`src/logic/play_defines.svh`:
```
`ifndef PLAY_DEFINES_SVH
`define PLAY_DEFINES_SVH

// Clock cycles per countdown digit
`define COUNT_TICKS 8

// Clock cycles per note step
`define NOTE_TICKS 6

// Note buffer entries and the sender's initial credits
`define NOTE_BUF_DEPTH 4

// Score points
`define PTS_MAX 5
`define PTS_EXACT 5
`define PTS_LATE1 3
`define PTS_LATE2 2
`define PTS_AUTO 4

`define SCORE_W 14

`endif
```
`src/logic/play_pkg.sv`:
```
`default_nettype none

package play_pkg;

    // Octave shift bits above a one-hot pitch with C in bit 0
    // All zero is a rest
    typedef struct packed {
        logic       down;
        logic       up;
        logic [6:0] pitch;
    } note_t;

    typedef enum logic [1:0] {
        COUNTDOWN,
        PLAYING,
        FINISHED,
        EXITED
    } play_state_t;

    typedef enum logic [2:0] {
        RANK_NONE,
        RANK_S,
        RANK_A,
        RANK_B,
        RANK_C,
        RANK_D
    } rank_t;

endpackage

`default_nettype wire

```
`src/logic/play_chart_top.sv`:
```
`timescale 1ns/1ns
`default_nettype none

`include "play_defines.svh"

module play_chart_top
    import play_pkg::*;
(
    input  logic                prog_clk,
    input  logic                rst,
    input  logic                note_valid,
    input  note_t               note_data,
    input  logic                note_last,
    input  logic [6:0]          note_keys,
    input  logic                oct_up,
    input  logic                oct_down,
    input  logic                auto_play,
    input  logic                free_play,
    input  logic                exit_key,
    output logic                note_credit,
    output logic [1:0]          countdown,
    output logic                playing,
    output logic                finished,
    output logic                exited,
    output logic [7:0]          led,
    output logic [`SCORE_W-1:0] score,
    output logic [`SCORE_W-1:0] max_score,
    output rank_t               rank
);

    play_state_t play_state;
    logic        count_done;
    logic        note_step;
    logic        pop;
    note_t       head_note;
    logic        head_last;

    play_fsm fsm0 (
        .prog_clk   (prog_clk),
        .rst        (rst),
        .count_done (count_done),
        .pop        (pop),
        .head_last  (head_last),
        .exit_key   (exit_key),
        .play_state (play_state)
    );

    beat_timer timer0 (
        .prog_clk   (prog_clk),
        .rst        (rst),
        .play_state (play_state),
        .countdown  (countdown),
        .count_done (count_done),
        .note_step  (note_step)
    );

    note_buffer buf0 (
        .prog_clk    (prog_clk),
        .rst         (rst),
        .note_valid  (note_valid),
        .note_data   (note_data),
        .note_last   (note_last),
        .note_step   (note_step),
        .pop         (pop),
        .head_note   (head_note),
        .head_last   (head_last),
        .note_credit (note_credit)
    );

    score_unit score0 (
        .prog_clk  (prog_clk),
        .rst       (rst),
        .pop       (pop),
        .head_note (head_note),
        .note_keys (note_keys),
        .oct_up    (oct_up),
        .oct_down  (oct_down),
        .auto_play (auto_play),
        .free_play (free_play),
        .score     (score),
        .max_score (max_score),
        .rank      (rank)
    );

    led_driver led0 (
        .prog_clk  (prog_clk),
        .rst       (rst),
        .pop       (pop),
        .head_note (head_note),
        .led       (led)
    );

    // Status decodes
    assign playing  = (play_state == PLAYING);
    assign finished = (play_state == FINISHED);
    assign exited   = (play_state == EXITED);

endmodule

`default_nettype wire

```
`src/logic/led_driver.sv`:
```
`timescale 1ns/1ns
`default_nettype none

module led_driver
    import play_pkg::*;
(
    input  logic       prog_clk,
    input  logic       rst,
    input  logic       pop,
    input  note_t      head_note,
    output logic [7:0] led
);

    logic [6:0] pitch_mirror;

    // C on the leftmost LED and B next to the octave LED
    always_comb begin
        for (int i = 0; i < 7; i++) begin
            pitch_mirror[6-i] = head_note.pitch[i];
        end
    end

    always_ff @(posedge prog_clk or posedge rst) begin
        if (rst) begin
            led <= 8'd0;
        end else if (pop) begin
            led <= {pitch_mirror, head_note.up | head_note.down};
        end
    end

endmodule

`default_nettype wire

```
`src/logic/score_unit.sv`:
```
`timescale 1ns/1ns
`default_nettype none

`include "play_defines.svh"

module score_unit
    import play_pkg::*;
(
    input  logic                prog_clk,
    input  logic                rst,
    input  logic                pop,
    input  note_t               head_note,
    input  logic [6:0]          note_keys,
    input  logic                oct_up,
    input  logic                oct_down,
    input  logic                auto_play,
    input  logic                free_play,
    output logic [`SCORE_W-1:0] score,
    output logic [`SCORE_W-1:0] max_score,
    output rank_t               rank
);

    localparam int PCT_W = `SCORE_W + 7;

    note_t               cur_in;
    note_t               hist0;
    note_t               hist1;
    logic                scored;
    logic                key_held;
    logic [`SCORE_W-1:0] gain;
    logic [PCT_W-1:0]    score_x100;
    logic [PCT_W-1:0]    max_w;

    assign cur_in   = '{down: oct_down, up: oct_up, pitch: note_keys};
    assign key_held = (note_keys != 7'd0);
    assign scored   = pop && !free_play && (head_note.pitch != 7'd0);

    // Best match among this step and the two previous keyed steps
    always_comb begin
        if (auto_play) begin
            gain = `SCORE_W'(`PTS_AUTO);
        end else if (head_note == cur_in) begin
            gain = `SCORE_W'(`PTS_EXACT);
        end else if (head_note == hist0) begin
            gain = `SCORE_W'(`PTS_LATE1);
        end else if (head_note == hist1) begin
            gain = `SCORE_W'(`PTS_LATE2);
        end else begin
            gain = '0;
        end
    end

    always_ff @(posedge prog_clk or posedge rst) begin
        if (rst) begin
            score     <= '0;
            max_score <= '0;
            hist0     <= '0;
            hist1     <= '0;
        end else begin
            if (scored) begin
                max_score <= max_score + `SCORE_W'(`PTS_MAX);
                score     <= score + gain;
            end
            // History only advances on manual pops with a key down
            if (pop && !auto_play && !free_play && key_held) begin
                hist0 <= cur_in;
                hist1 <= hist0;
            end
        end
    end

    // 100*score/max >= N is the same as 100*score >= N*max
    assign score_x100 = PCT_W'(score) * PCT_W'(100);
    assign max_w      = PCT_W'(max_score);

    always_comb begin
        if (max_score == '0) begin
            rank = RANK_NONE;
        end else if (score_x100 >= max_w * PCT_W'(90)) begin
            rank = RANK_S;
        end else if (score_x100 >= max_w * PCT_W'(80)) begin
            rank = RANK_A;
        end else if (score_x100 >= max_w * PCT_W'(70)) begin
            rank = RANK_B;
        end else if (score_x100 >= max_w * PCT_W'(60)) begin
            rank = RANK_C;
        end else begin
            rank = RANK_D;
        end
    end

endmodule

`default_nettype wire

```
`src/logic/note_buffer.sv`:
```
`timescale 1ns/1ns
`default_nettype none

`include "play_defines.svh"

module note_buffer
    import play_pkg::*;
(
    input  logic  prog_clk,
    input  logic  rst,
    input  logic  note_valid,
    input  note_t note_data,
    input  logic  note_last,
    input  logic  note_step,
    output logic  pop,
    output note_t head_note,
    output logic  head_last,
    output logic  note_credit
);

    localparam int DEPTH = `NOTE_BUF_DEPTH;
    localparam int PTR_W = (DEPTH > 1) ? $clog2(DEPTH) : 1;
    localparam int CNT_W = $clog2(DEPTH + 1);

    note_t             mem_note [DEPTH];
    logic              mem_last [DEPTH];
    logic [PTR_W-1:0]  wr_ptr;
    logic [PTR_W-1:0]  rd_ptr;
    logic [CNT_W-1:0]  count;

    // A missed step with an empty buffer is simply lost
    assign pop       = note_step && (count != '0);
    assign head_note = mem_note[rd_ptr];
    assign head_last = mem_last[rd_ptr];

    always_ff @(posedge prog_clk) begin
        if (note_valid) begin
            mem_note[wr_ptr] <= note_data;
            mem_last[wr_ptr] <= note_last;
        end
    end

    always_ff @(posedge prog_clk or posedge rst) begin
        if (rst) begin
            wr_ptr      <= '0;
            rd_ptr      <= '0;
            count       <= '0;
            note_credit <= 1'b0;
        end else begin
            note_credit <= pop;
            if (note_valid) begin
                wr_ptr <= (wr_ptr == PTR_W'(DEPTH - 1)) ? '0 : wr_ptr + 1'b1;
            end
            if (pop) begin
                rd_ptr <= (rd_ptr == PTR_W'(DEPTH - 1)) ? '0 : rd_ptr + 1'b1;
            end
            // Credits keep the sender from writing into a full buffer
            case ({note_valid, pop})
                2'b10:   count <= count + 1'b1;
                2'b01:   count <= count - 1'b1;
                default: count <= count;
            endcase
        end
    end

endmodule

`default_nettype wire

```
`src/logic/beat_timer.sv`:
```
`timescale 1ns/1ns
`default_nettype none

`include "play_defines.svh"

module beat_timer
    import play_pkg::*;
(
    input  logic        prog_clk,
    input  logic        rst,
    input  play_state_t play_state,
    output logic [1:0]  countdown,
    output logic        count_done,
    output logic        note_step
);

    localparam int MAX_TICKS = (`COUNT_TICKS > `NOTE_TICKS) ? `COUNT_TICKS : `NOTE_TICKS;
    localparam int TICK_W    = (MAX_TICKS > 1) ? $clog2(MAX_TICKS) : 1;

    logic [TICK_W-1:0] tick;
    logic              digit_wrap;

    assign digit_wrap = (play_state == COUNTDOWN) && (tick == TICK_W'(`COUNT_TICKS - 1));
    assign count_done = digit_wrap && (countdown == 2'd0);
    assign note_step  = (play_state == PLAYING) && (tick == TICK_W'(`NOTE_TICKS - 1));

    // One counter serves both phases and restarts from 0 when play begins
    always_ff @(posedge prog_clk or posedge rst) begin
        if (rst) begin
            tick      <= '0;
            countdown <= 2'd3;
        end else if (digit_wrap || note_step) begin
            tick <= '0;
            if (digit_wrap && countdown != 2'd0) begin
                countdown <= countdown - 2'd1;
            end
        end else if (play_state == COUNTDOWN || play_state == PLAYING) begin
            tick <= tick + 1'b1;
        end
    end

endmodule

`default_nettype wire

```
`src/logic/play_fsm.sv`:
```
`timescale 1ns/1ns
`default_nettype none

module play_fsm
    import play_pkg::*;
(
    input  logic        prog_clk,
    input  logic        rst,
    input  logic        count_done,
    input  logic        pop,
    input  logic        head_last,
    input  logic        exit_key,
    output play_state_t play_state
);

    play_state_t next_state;

    always_comb begin
        next_state = play_state;
        case (play_state)
            COUNTDOWN: begin
                if (count_done) begin
                    next_state = PLAYING;
                end
            end
            PLAYING: begin
                // Exit wins over the last pop
                if (exit_key) begin
                    next_state = EXITED;
                end else if (pop && head_last) begin
                    next_state = FINISHED;
                end
            end
            FINISHED: begin
                if (exit_key) begin
                    next_state = EXITED;
                end
            end
            // Only reset leaves here
            default: next_state = EXITED;
        endcase
    end

    always_ff @(posedge prog_clk or posedge rst) begin
        if (rst) begin
            play_state <= COUNTDOWN;
        end else begin
            play_state <= next_state;
        end
    end

endmodule

`default_nettype wire

```
`config.mk`:
```
export PLATFORM = sky130hd
export DESIGN_NAME = play_chart_top
export DESIGN_NICKNAME = d
export VERILOG_FILES = /design/src/logic/play_pkg.sv /design/src/logic/play_chart_top.sv /design/src/logic/led_driver.sv /design/src/logic/score_unit.sv /design/src/logic/note_buffer.sv /design/src/logic/beat_timer.sv /design/src/logic/play_fsm.sv
export VERILOG_INCLUDE_DIRS = /design/src /design/src/logic
export SDC_FILE = /design/constraint.sdc
export NUM_CORES = 1
export LEC_CHECK = 0
export BUFFER_PORTS_ARGS = -buffer_cell sky130_fd_sc_hd__buf_2
export CAP_MARGIN = 30
export CORE_MARGIN = 1
export CORE_UTILIZATION = 48
export CTS_BUF_LIST = sky130_fd_sc_hd__clkbuf_4
export DETAILED_ROUTE_END_ITERATION = 16
export PLACE_DENSITY = 0.62
export SLEW_MARGIN = 20
export SYNTH_ARGS = -nofsm -noshare
export SYNTH_HDL_FRONTEND = slang
export SYNTH_HIERARCHICAL = 1
export SYNTH_SLANG_ARGS = --single-unit
```
`constraint.sdc`:
```
create_clock -name prog_clk -period 20.6 [get_ports prog_clk]
set_input_delay 5.15 -clock prog_clk [delete_from_list [all_inputs] [get_ports prog_clk]]
set_output_delay 5.15 -clock prog_clk [all_outputs]
set_load 0.02 [all_outputs]
```
# Yosys cells after proc, flatten, opt, wreduce, memory -nomap -nowiden
# Memories as Yosys holds them, arrays and structs flattened.
# Cells that the tools add are included.
# Widths: inputs -> output; s select.
totals:
  register_bits: 69
  ram_bits: 40
  in_bits: 25
  output_inout_bits: 45
  elab_cells: 98
  n_memories: 2
classes:
  add_sub_neg: 8
  mul: 5
  n_lt_le_gt_ge: 4
  n_eq_ne: 15
  muxes: 21
  n_bitwise: 1
  reduce_logical: 26
memory_table:
  columns: ["name", "words", "word_bits", "read_ports", "rd_clocked_by_memory_dff", "wr", "line", "rtl"]
  rows:
  - ["buf0.mem_note", 4, 9, 1, 0, 1, "note_buffer.sv:25", "note_t mem_note [DEPTH];"]
  - ["buf0.mem_last", 4, 1, 1, 0, 1, "note_buffer.sv:26", "logic mem_last [DEPTH];"]
ops:
  columns: ["cell", "count"]
  rows:
  - ["$ge 21x21->1", 4]
  - ["$mux 14", 3]
  - ["$mul 14x6->20 const B", 2]
  - ["$eq 9x9->1", 3]
  - ["$mul 14x5->19 const B", 1]
  - ["$mul 14x4->18 const B", 1]
  - ["$mux 3", 6]
  - ["$mul 14x3->17 const B", 1]
  - ["$add 14x14->14", 1]
  - ["$add 14x3->14 const B", 1]
  - ["$logic_not 14->1", 1]
  - ["$mux 2", 7]
  - ["$reduce_bool 7->1", 2]
  - ["$logic_and 1x1->1", 11]
  - ["$eq 2x2->1 const B", 5]
  - ["$add 3x1->3 const B", 2]
  - ["$eq 3x3->1 const B", 2]
  - ["$pmux 2 s3", 1]
  - ["$pmux 3 s2", 1]
  - ["$reduce_bool 2->1", 3]
  - ["$add 2x1->2 const B", 2]
  - ["$eq 2x1->1 const B", 2]
  - ["$logic_not 2->1", 2]
  - ["$ne 2x2->1 const B", 2]
  - ["10 further kinds", 14]

# Depth between registers and ports, before layout
# Gate-level depths: netlist of the first run.
depth:
  ltp_word: 7
  mapped_depth: 23
  depth_no_buf: 23

# By module
# Netlist of the first run, hierarchy kept.
modules_own_cells:
  columns: ["mod", "instances", "cells_per_inst", "area_per_inst_um2"]
  rows:
  - ["score_unit", 1, 1057, 9706.8]
  - ["note_buffer", 1, 92, 1906.8]
  - ["led_driver", 1, 20, 332.8]
  - ["beat_timer", 1, 30, 331.6]
  - ["play_fsm", 1, 9, 101.3]
  - ["play_chart_top", 1, 3, 22.5]

# Worst setup path after synthesis of the first run
# No wires, ideal clock.
synth_timing:
  path_type: "flip-flop to output port"
  start: "register score0.max_score[2]"
  end: "output rank[2]"
  arrival_time_ns: 5.569
  setup_slack_ns: 9.882
  stages_incl_launch_ff: 22
  n_path_buf: 0
  cell_sequence: "dfrtp_1 -> ha_1 -> ha_1 -> inv_1 -> fa_1 -> inv_1 -> ha_1 -> fa_1 -> a21o_1 -> a21oi_1 -> nand2b_1 -> a21oi_1 -> a41o_1 -> o41ai_2 -> o21bai_1 -> a21oi_1 -> xor2_1 -> ha_1 -> a2111oi_0 -> and3b_1 -> a21oi_1 -> nor4_1"
synth_between:
  elab_chain_cells: 6
synth_lines:
  columns: ["item", "line", "rtl"]
  rows:
  - ["start: declaration", "score_unit.sv:19", "output logic [`SCORE_W-1:0] max_score,"]
  - ["start signal: assignment", "score_unit.sv:61", "max_score <= max_score + `SCORE_W'(`PTS_MAX);"]
  - ["$mul 14x6->20", "score_unit.sv:83", "end else if (score_x100 >= max_w * PCT_W'(70)) begin"]
  - ["$ge 21x21->1", "score_unit.sv:83", null]
  - ["$mux 3", "score_unit.sv:83", null]
  - ["$mux 3", "score_unit.sv:81", "end else if (score_x100 >= max_w * PCT_W'(80)) begin"]
  - ["$mux 3", "score_unit.sv:79", "end else if (score_x100 >= max_w * PCT_W'(90)) begin"]
  - ["$mux 3 *", "score_unit.sv:77", "if (max_score == '0) begin"]
  - ["end: declaration", "play_chart_top.sv:28", "output rank_t rank"]
# Every way passes the cells marked *; elsewhere a longest branch is shown, timed or not.

# Final worst setup path of the first run
# Ends and elaborated chain as after synthesis.

==> results.ini, run 1 <==
[yosys]
ys.flop_type = dfrtp_1
synth_nets = 1556
syn_avg_cell_area_um2 = 10.2
synth_edf_count = 40
ys_top_cells_by_count = 249 x ha_1, 207 x inv_1, 71 x fa_1
post-synth-top-count-cell = ha_1
synth_area_leaders = ha_1 25%, dfrtp_1 14%, fa_1 11%
async_flop_share_pct = 63.3
synth_seq_area_share_pct = 23.6
synth_top_area_share_pct = 25.1
ys_warn_count = 6
synth_top_area_cell = ha_1
ys_seq_elements = 109
synth_area_mm2 = 0.0124
synthDistinctLibCells = 70
syn_inst = 1211

[final_layout]
num-nets-final = 1632
drive_gt1_share_pct = 11.4
final_cells = 1623
final_core_util_pct = 52.6
multiInputGateArea_mm2 = 0.00865
nFillCells = 2330
seqCellArea_mm2 = 0.00293
syn_to_final_growth_pct = 7.10

[route]
num_vias = 8554
antenna_left = 0
drt-vias-per-instance = 5.27
drc = 0
drtPass1Iterations = 5
drt-wirelength-per-cell_um = 15.9
drt_iter0_markers = 300
drt-total-wl_um = 25800

[clocking]
cts_root_buffer = clkbuf_4
cts-resized-gates = 0
clk_latency_ns = 0.50
clk_path_buf_depth = 2
clkSlewWorstSetupHoldPaths_ns = 0.17
cts_sinks = 109
post_cts_buffers = 0
cts_hold_buf = 0
cts_tree = yes
cts_buffers = 9
h-tree-depth = 3

[floorplanning]
row_count = 58
floorplan.die.width_um = 163
dieHeight_um = 163
start_util_pct = 49.1
io_pins = 70
dieArea_mm2 = 0.0265
core_mm2 = 0.0253

[place]
dp_cells = 1606
port-buffer-count = 69
gp_congestion = 0.818
dpl.hpwl_um = 21400

[flow_run]
cap_violations = 0

[critical_path]
startpoint = score0/max_score[2]
crit_path_end_kind = primary output
crit_required_ns = 15.45
r2r_start = buf0/rd_ptr[0]
worst_r2r_endpoint = score0/score[12]
cp_slowest_stage_delay_ns = 0.56
r2r_slack_ns = 16.37
slowest_stage = dfrtp_1
path_max_fanout = 10
ff2ff_path_depth = 14
worstSetupStartpointType = flop
worstSetupPathType = reg -> out
path_cells = ha_1, ha_1, inv_1, fa_1, inv_1, ha_1, fa_1, a21o_1, a21oi_1, nand2b_1, a21oi_1, a41o_1, o41ai_2, o21bai_1, a21oi_1, xor2_1, ha_1, a2111oi_0, and3b_1, a21oi_1, nor4_1, buf_2
worstPathArrival_ns = 6.22

[global_route]
grt_max_degree = 33
grt_pass1_wl_um = 43800
antenna_found_initial = 1
grtUsageTotal_pct = 20.9
grt_pass1_vias = 8633
grt-ovfl-total = 0

[pwr]
static-leakage-power_uw = 0.00693
peakVddDrop_v = 0.0000562
powerDensity_mw_per_mm2 = 33.4

[hold_path]
worst_hold_path_type = reg -> reg
hold_path_depth = 2
min-delay-start = timer0/countdown[1]
min_to = timer0/countdown[1]

[timing]
fin_crit_sh_pct = 55.2
slew_viol_final = 0
hold_viol_final = 0
worst_pin_slew_ns = 0.699
fmax_ghz = 0.0880
max_slew_margin_pct = 53.4
finalSetupViolCount = 0
period_needed_ns = 11.37
setup_tns_ns = 0
clock_skew_ns = 0.0245
rsz0062_at_grt = no

[run_status]
status = finished clean

worst max-delay path by stage:
stage	endpoint	cells past startpoint	slack [ns]
after floorplan	rank[2]	21	9.88
after global placement	rank[2]	22	9.89
after detailed placement	rank[2]	22	9.78
after CTS	rank[2]	22	9.17
after global routing	rank[2]	22	8.69
final	rank[2]	22	9.23
flip-flops by register name (all words and copies together), names as in the netlist:
name / cells
buf0/mem_note: 36
buf0/count: 3
score0/hist0: 9
buf0/mem_last: 4
score0/score: 14
score0/hist1: 9
buf0/rd_ptr: 2
buf0/note_credit: 1
fsm0/play_state: 2
timer0/tick: 3
led0/led: 8
score0/max_score: 14
timer0/countdown: 2
buf0/wr_ptr: 2
layout make-up:
cell class	count	area share (%)
Timing Repair Buffer	71	2.81
Antenna cell	1	0.0188
Clock buffer	10	0.565
Sequential cell	109	22.1
Tap cell	330	3.11
Multi-Input combinational cell	889	65.1
Clock inverter	6	0.480
Inverter	207	5.85
worst max-delay path, delay by kind of cell (launching register included):
kind	cells	cell delay [ns]
fa+ha+maj	6	2.11
compound gates	9	1.96
simple gates	3	0.65
flops	1	0.56
buf+inv	3	0.30
xor+xnor	1	0.16
placed cells by master, fill, tap and decap left out, drive strengths merged, types with 12 or more instances in the layout:
| cell | count |
|---|---|
| mux2 | 27 |
| o21a | 18 |
| a21o | 29 |
| ha | 249 |
| xnor2 | 61 |
| nand2b | 16 |
| dfrtp | 67 |
| nor2 | 43 |
| fa | 71 |
| nand2 | 36 |
| o21bai | 15 |
| edfxtp | 40 |
| inv | 210 |
| nor3 | 19 |
| buf | 71 |
| nand3 | 21 |
| xor2 | 58 |
| nor2b | 12 |
| o21ai | 40 |
| a21oi | 58 |
| nand4 | 12 |
metrics by stage:
| step | worst slack, ns | instance area (um^2) | power, uW | hold slack [ns] |
|---|---|---|---|---|
| after floorplan | 9.88 | 12400 | 316 | 0.467 |
| after global placement | 9.89 | 13100 | 338 | 0.487 |
| after detailed placement | 9.78 | 13100 | 340 | 0.488 |
| after CTS | 9.17 | 13300 | 451 | 0.522 |
| after global routing | 8.69 | 13300 | 469 | 0.546 |
| final | 9.23 | 13300 | 444 | 0.516 |
routing by layer:
metal / track usage (%) / vias to the layer above / share of wire (%)
li1: - / 4346 / -
met1: 28.2 / 4076 / 48
met2: 35.7 / 114 / 48
met3: 2.32 / 18 / 3.0
met4: 5.31 / 0 / 1.5
met5: 0 / - / 0
power by group:
part | switching (uW) | leakage [uW] | internal [uW]
registers | 8.73 | 0.00127 | 245
clock network | 79.8 | 0.0000738 | 29.6
logic | 47.9 | 0.00558 | 32.9
total | 136 | 0.00693 | 308
cell families (layout without fill, tap and decap cells):
kind of cell,count (synthesis),count (layout),synth area share (%)
adders and majority gates,320,320,36.6
xor gates and xnor gates,119,119,8.40
and+or+nand+nor,200,200,8.43
other,0,1,0
buffers and inverters,213,294,6.64
DFF,109,109,23.6
muxes,39,39,4.70
AOI/OAI and AO/OA,211,211,11.6
Note: power is estimated with default switching activity, not from simulation.
==> inputs of run 2 (changes only) <==
--- a/config.mk
+++ b/config.mk
@@ -6,13 +6,14 @@
 export SDC_FILE = /design/constraint.sdc
 export NUM_CORES = 1
 export LEC_CHECK = 0
+export ABC_AREA = 1
 export BUFFER_PORTS_ARGS = -buffer_cell sky130_fd_sc_hd__buf_2
 export CAP_MARGIN = 30
 export CORE_MARGIN = 1
 export CORE_UTILIZATION = 48
 export CTS_BUF_LIST = sky130_fd_sc_hd__clkbuf_4
 export DETAILED_ROUTE_END_ITERATION = 16
-export PLACE_DENSITY = 0.62
+export PLACE_DENSITY = 0.65
 export SLEW_MARGIN = 20
 export SYNTH_ARGS = -nofsm -noshare
 export SYNTH_HDL_FRONTEND = slang
==> constraint.sdc (replaced) <==
create_clock -name prog_clk -period 9.7 [get_ports prog_clk]
set_input_delay 2.425 -clock prog_clk [delete_from_list [all_inputs] [get_ports prog_clk]]
set_output_delay 2.425 -clock prog_clk [all_outputs]
set_load 0.02 [all_outputs]
==> run 2 against run 1 <==
  * Final cell count up 21%
  * First-iteration DRC count up 63%
  * Combinational power up 43%
  * Routed wire length up 16%
  * Largest power group unchanged
==> results.ini, run 2 <==
[clocking]
cts_sinks = 109  ; unchanged
cts_hold_buf = 0  ; unchanged
clk_path_buf_depth = 2  ; unchanged
cts_root_buffer = clkbuf_4
post_cts_buffers = 0  ; unchanged
clk_latency_ns = 0.51  ; about the same
cts-resized-gates = 0  ; unchanged
cts_buffers = 9  ; unchanged
h-tree-depth = 3  ; unchanged
cts_tree = yes
clkSlewWorstSetupHoldPaths_ns = 0.20  ; +0.03 ns

[yosys]
yosys.area_share.simple_pct = 14.9  ; +6.5 points
synth_area_mm2 = 0.0130  ; +5.2%
synth_area_leaders = ha_1 24%, dfrtp_1 13%, fa_1 11%
synth_seq_area_share_pct = 22.5  ; -1.2 points
ys_warn_count = 6  ; unchanged
synth.mux.area_fraction_pct = 0.0863  ; -4.6 points
synth_adder_area_share_pct = 34.8  ; -1.8 points
syn_avg_cell_area_um2 = 8.45  ; -18%
synth_top_family_by_area = adder cells
async_flop_share_pct = 63.3  ; unchanged
synth_nets = 1889  ; +21%
synth_top_area_share_pct = 23.9  ; -1.2 points
ys_seq_elements = 109  ; unchanged
synth_compound_area_share_pct = 10.5  ; -1.1 points
synth_edf_count = 40  ; unchanged
synth_top_area_cell = ha_1
ys_top_cells_by_count = 319 x inv_1, 263 x nand2_1, 249 x ha_1
yosys.area_share.xor_xnor_pct = 7.12  ; -1.3 points
post-synth-top-count-cell = inv_1
ys.flop_type = dfrtp_1
synthDistinctLibCells = 47  ; -33%
syn_inst = 1544  ; +27%

[floorplanning]
dieHeight_um = 167  ; +2.5%
floorplan.die.width_um = 167  ; +2.5%
row_count = 59  ; +1.7%
io_pins = 70  ; unchanged
core_mm2 = 0.0264  ; +4.4%
start_util_pct = 49.5  ; +0.38 points
dieArea_mm2 = 0.0278  ; +5.1%

[run_status]
status = finished clean

[place]
dpl.hpwl_um = 24800  ; +16%
port-buffer-count = 69  ; unchanged
postPlaceCellArea_mm2 = 0.0137  ; +4.6%
gp_congestion = 0.878  ; +7.3%

[route]
drt-wirelength-per-cell_um = 15.3  ; -3.7%
drc = 0  ; unchanged
drtPass1Iterations = 5  ; unchanged
drt-total-wl_um = 30000  ; +16%
antenna_left = 0  ; unchanged
drt_iter0_markers = 489  ; +63%
drt-vias-per-instance = 5.16  ; -2.1%
num_vias = 10100  ; +18%

[critical_path]
slowest_stage = dfrtp_1
ff2ff_path_depth = 18  ; +4
path_max_fanout = 12  ; +2
crit_path_end_kind = primary output
worstSetupPathType = reg -> out
r2r_slack_ns = 5.18  ; -11.19 ns
critical_path.top_delay_family = adder cells
worst_r2r_endpoint = score0/score[12]
r2r_start = buf0/rd_ptr[1]
worstSetupStartpointType = flop
crit_required_ns = 7.28  ; -8.17 ns
worstPathArrival_ns = 5.76  ; -0.46 ns
cp_slowest_stage_delay_ns = 0.79  ; +0.23 ns
cp_common_cell = nand2_1
path_buf_inv = 5  ; +2

[timing]
rsz0062_at_grt = no
slew_viol_final = 0  ; unchanged
clock_skew_ns = 0.0451  ; +0.0207 ns
setup_tns_ns = 0  ; unchanged
max_slew_margin_pct = 42.6  ; -11 points
finalSetupViolCount = 0  ; unchanged
hold_viol_final = 0  ; unchanged
worst_pin_slew_ns = 0.853  ; +0.154 ns
period_needed_ns = 8.19
fin_crit_sh_pct = 84.4
holdWs_ns = 0.485  ; -0.0305 ns
fmax_ghz = 0.122

[final_layout]
num-nets-final = 1959  ; +20%
final_area_mm2 = 0.0139  ; +4.7%
layout_commonest_cell = inv_1
largest_reg_flops = 36  ; unchanged
largestRegisters = buf0/mem_note (36), score0/max_score (14), score0/score (14)
top_register = buf0/mem_note
final_cell_mix = 318 x inv_1, 263 x nand2_1, 249 x ha_1
drive_gt1_share_pct = 8.03  ; -3.3 points
syn_to_final_growth_pct = 6.60

[global_route]
grt-ovfl-total = 0  ; unchanged
grt_max_degree = 31  ; -6.1%
grt_pass1_vias = 9954  ; +15%
antenna_found_initial = 2  ; +1
grt_pass1_wl_um = 49400  ; +13%
grtUsageTotal_pct = 22.4  ; +1.4 points

[pwr]
static-leakage-power_uw = 0.00755  ; +9.1%
peakVddDrop_v = 0.0000725  ; +29%
powerDensity_mw_per_mm2 = 65.3  ; +95%

[hold_path]
hold_path_depth = 2  ; unchanged
worst_hold_path_type = reg -> reg
min-delay-start = timer0/countdown[1]
min_to = timer0/countdown[1]

[flow_run]
cap_violations = 0  ; unchanged

## run 2: worst max path at each step
stage,endpoint,from,cells past startpoint
6_report,rank[0],score0/max_score[12],26
5_1_grt,rank[1],score0/max_score[12],23
4_1_cts,rank[0],score0/max_score[12],26
3_5_place_dp,rank[0],score0/max_score[12],26
3_3_place_gp,rank[0],score0/max_score[12],26
2_1_floorplan,rank[1],score0/max_score[1],23
## run 2: metrics by stage
stage,util (%),total power [uW],setup WS (ns),instances
detailed placement,52.1,662,2.14,1938
CTS,52.7,919,1.51,1954
finish,52.8,908,1.51,1956
floorplan,-,621,2.64,1544
global placement,51.9,657,2.22,1935
global route,52.7,957,0.954,1955
## run 2: kinds of logic (layout without fill, tap and decap cells)
| logic type | Yosys count | in the layout |
|---|---|---|
| XOR/XNOR | 106 | 106 |
| other | 0 | 2 |
| AND/OR/NAND/NOR | 443 | 443 |
| multiplexers | 1 | 1 |
| AO/OA/AOI/OAI | 231 | 231 |
| buffers and inverters | 334 | 409 |
| adder cells (fa/ha/maj) | 320 | 320 |
| flip-flops | 109 | 109 |
## run 2: power breakdown
part,internal (uW),switching (uW),leakage (uW)
sequential,522,13.5,0.00120
combinational,35.0,80.1,0.00627
clock,65.6,192,0.0000830
## run 2: final cells by class
class	count	area [um^2]
Fill cell	2477	12500
Multi-Input combinational cell	1101	8790
Sequential cell	109	2930
Inverter	321	1200
Tap cell	335	419
Timing Repair Buffer	72	395
Clock inverter	7	91.3
Clock buffer	9	67.6
Antenna cell	2	5.00
## run 2: worst register-to-register path, cell delays in order, from the launching register on
cell and delay, ns:
dfrtp_1 0.70, inv_1 0.33, o211ai_1 0.18, nand2_1 0.25, xnor2_1 0.25, o221ai_1 0.14, nor3_1 0.26, nand4_1 0.19
a21oi_1 0.21, ha_1 0.23, inv_1 0.06, fa_1 0.38, nor2_1 0.16, o21ai_0 0.10, nor2_1 0.26, nand2_1 0.15
nor2_1 0.28, nand3_1 0.13, xor2_1 0.16
## run 2: routing by layer
layer / up-vias / routed length (um) / GRT usage (%)
li1: 5177 / - / -
met1: 4775 / 14100 / 29.7
met2: 123 / 14700 / 39.3
met3: 18 / 838 / 2.21
met4: 0 / 333 / 4.83
met5: - / 0 / 0
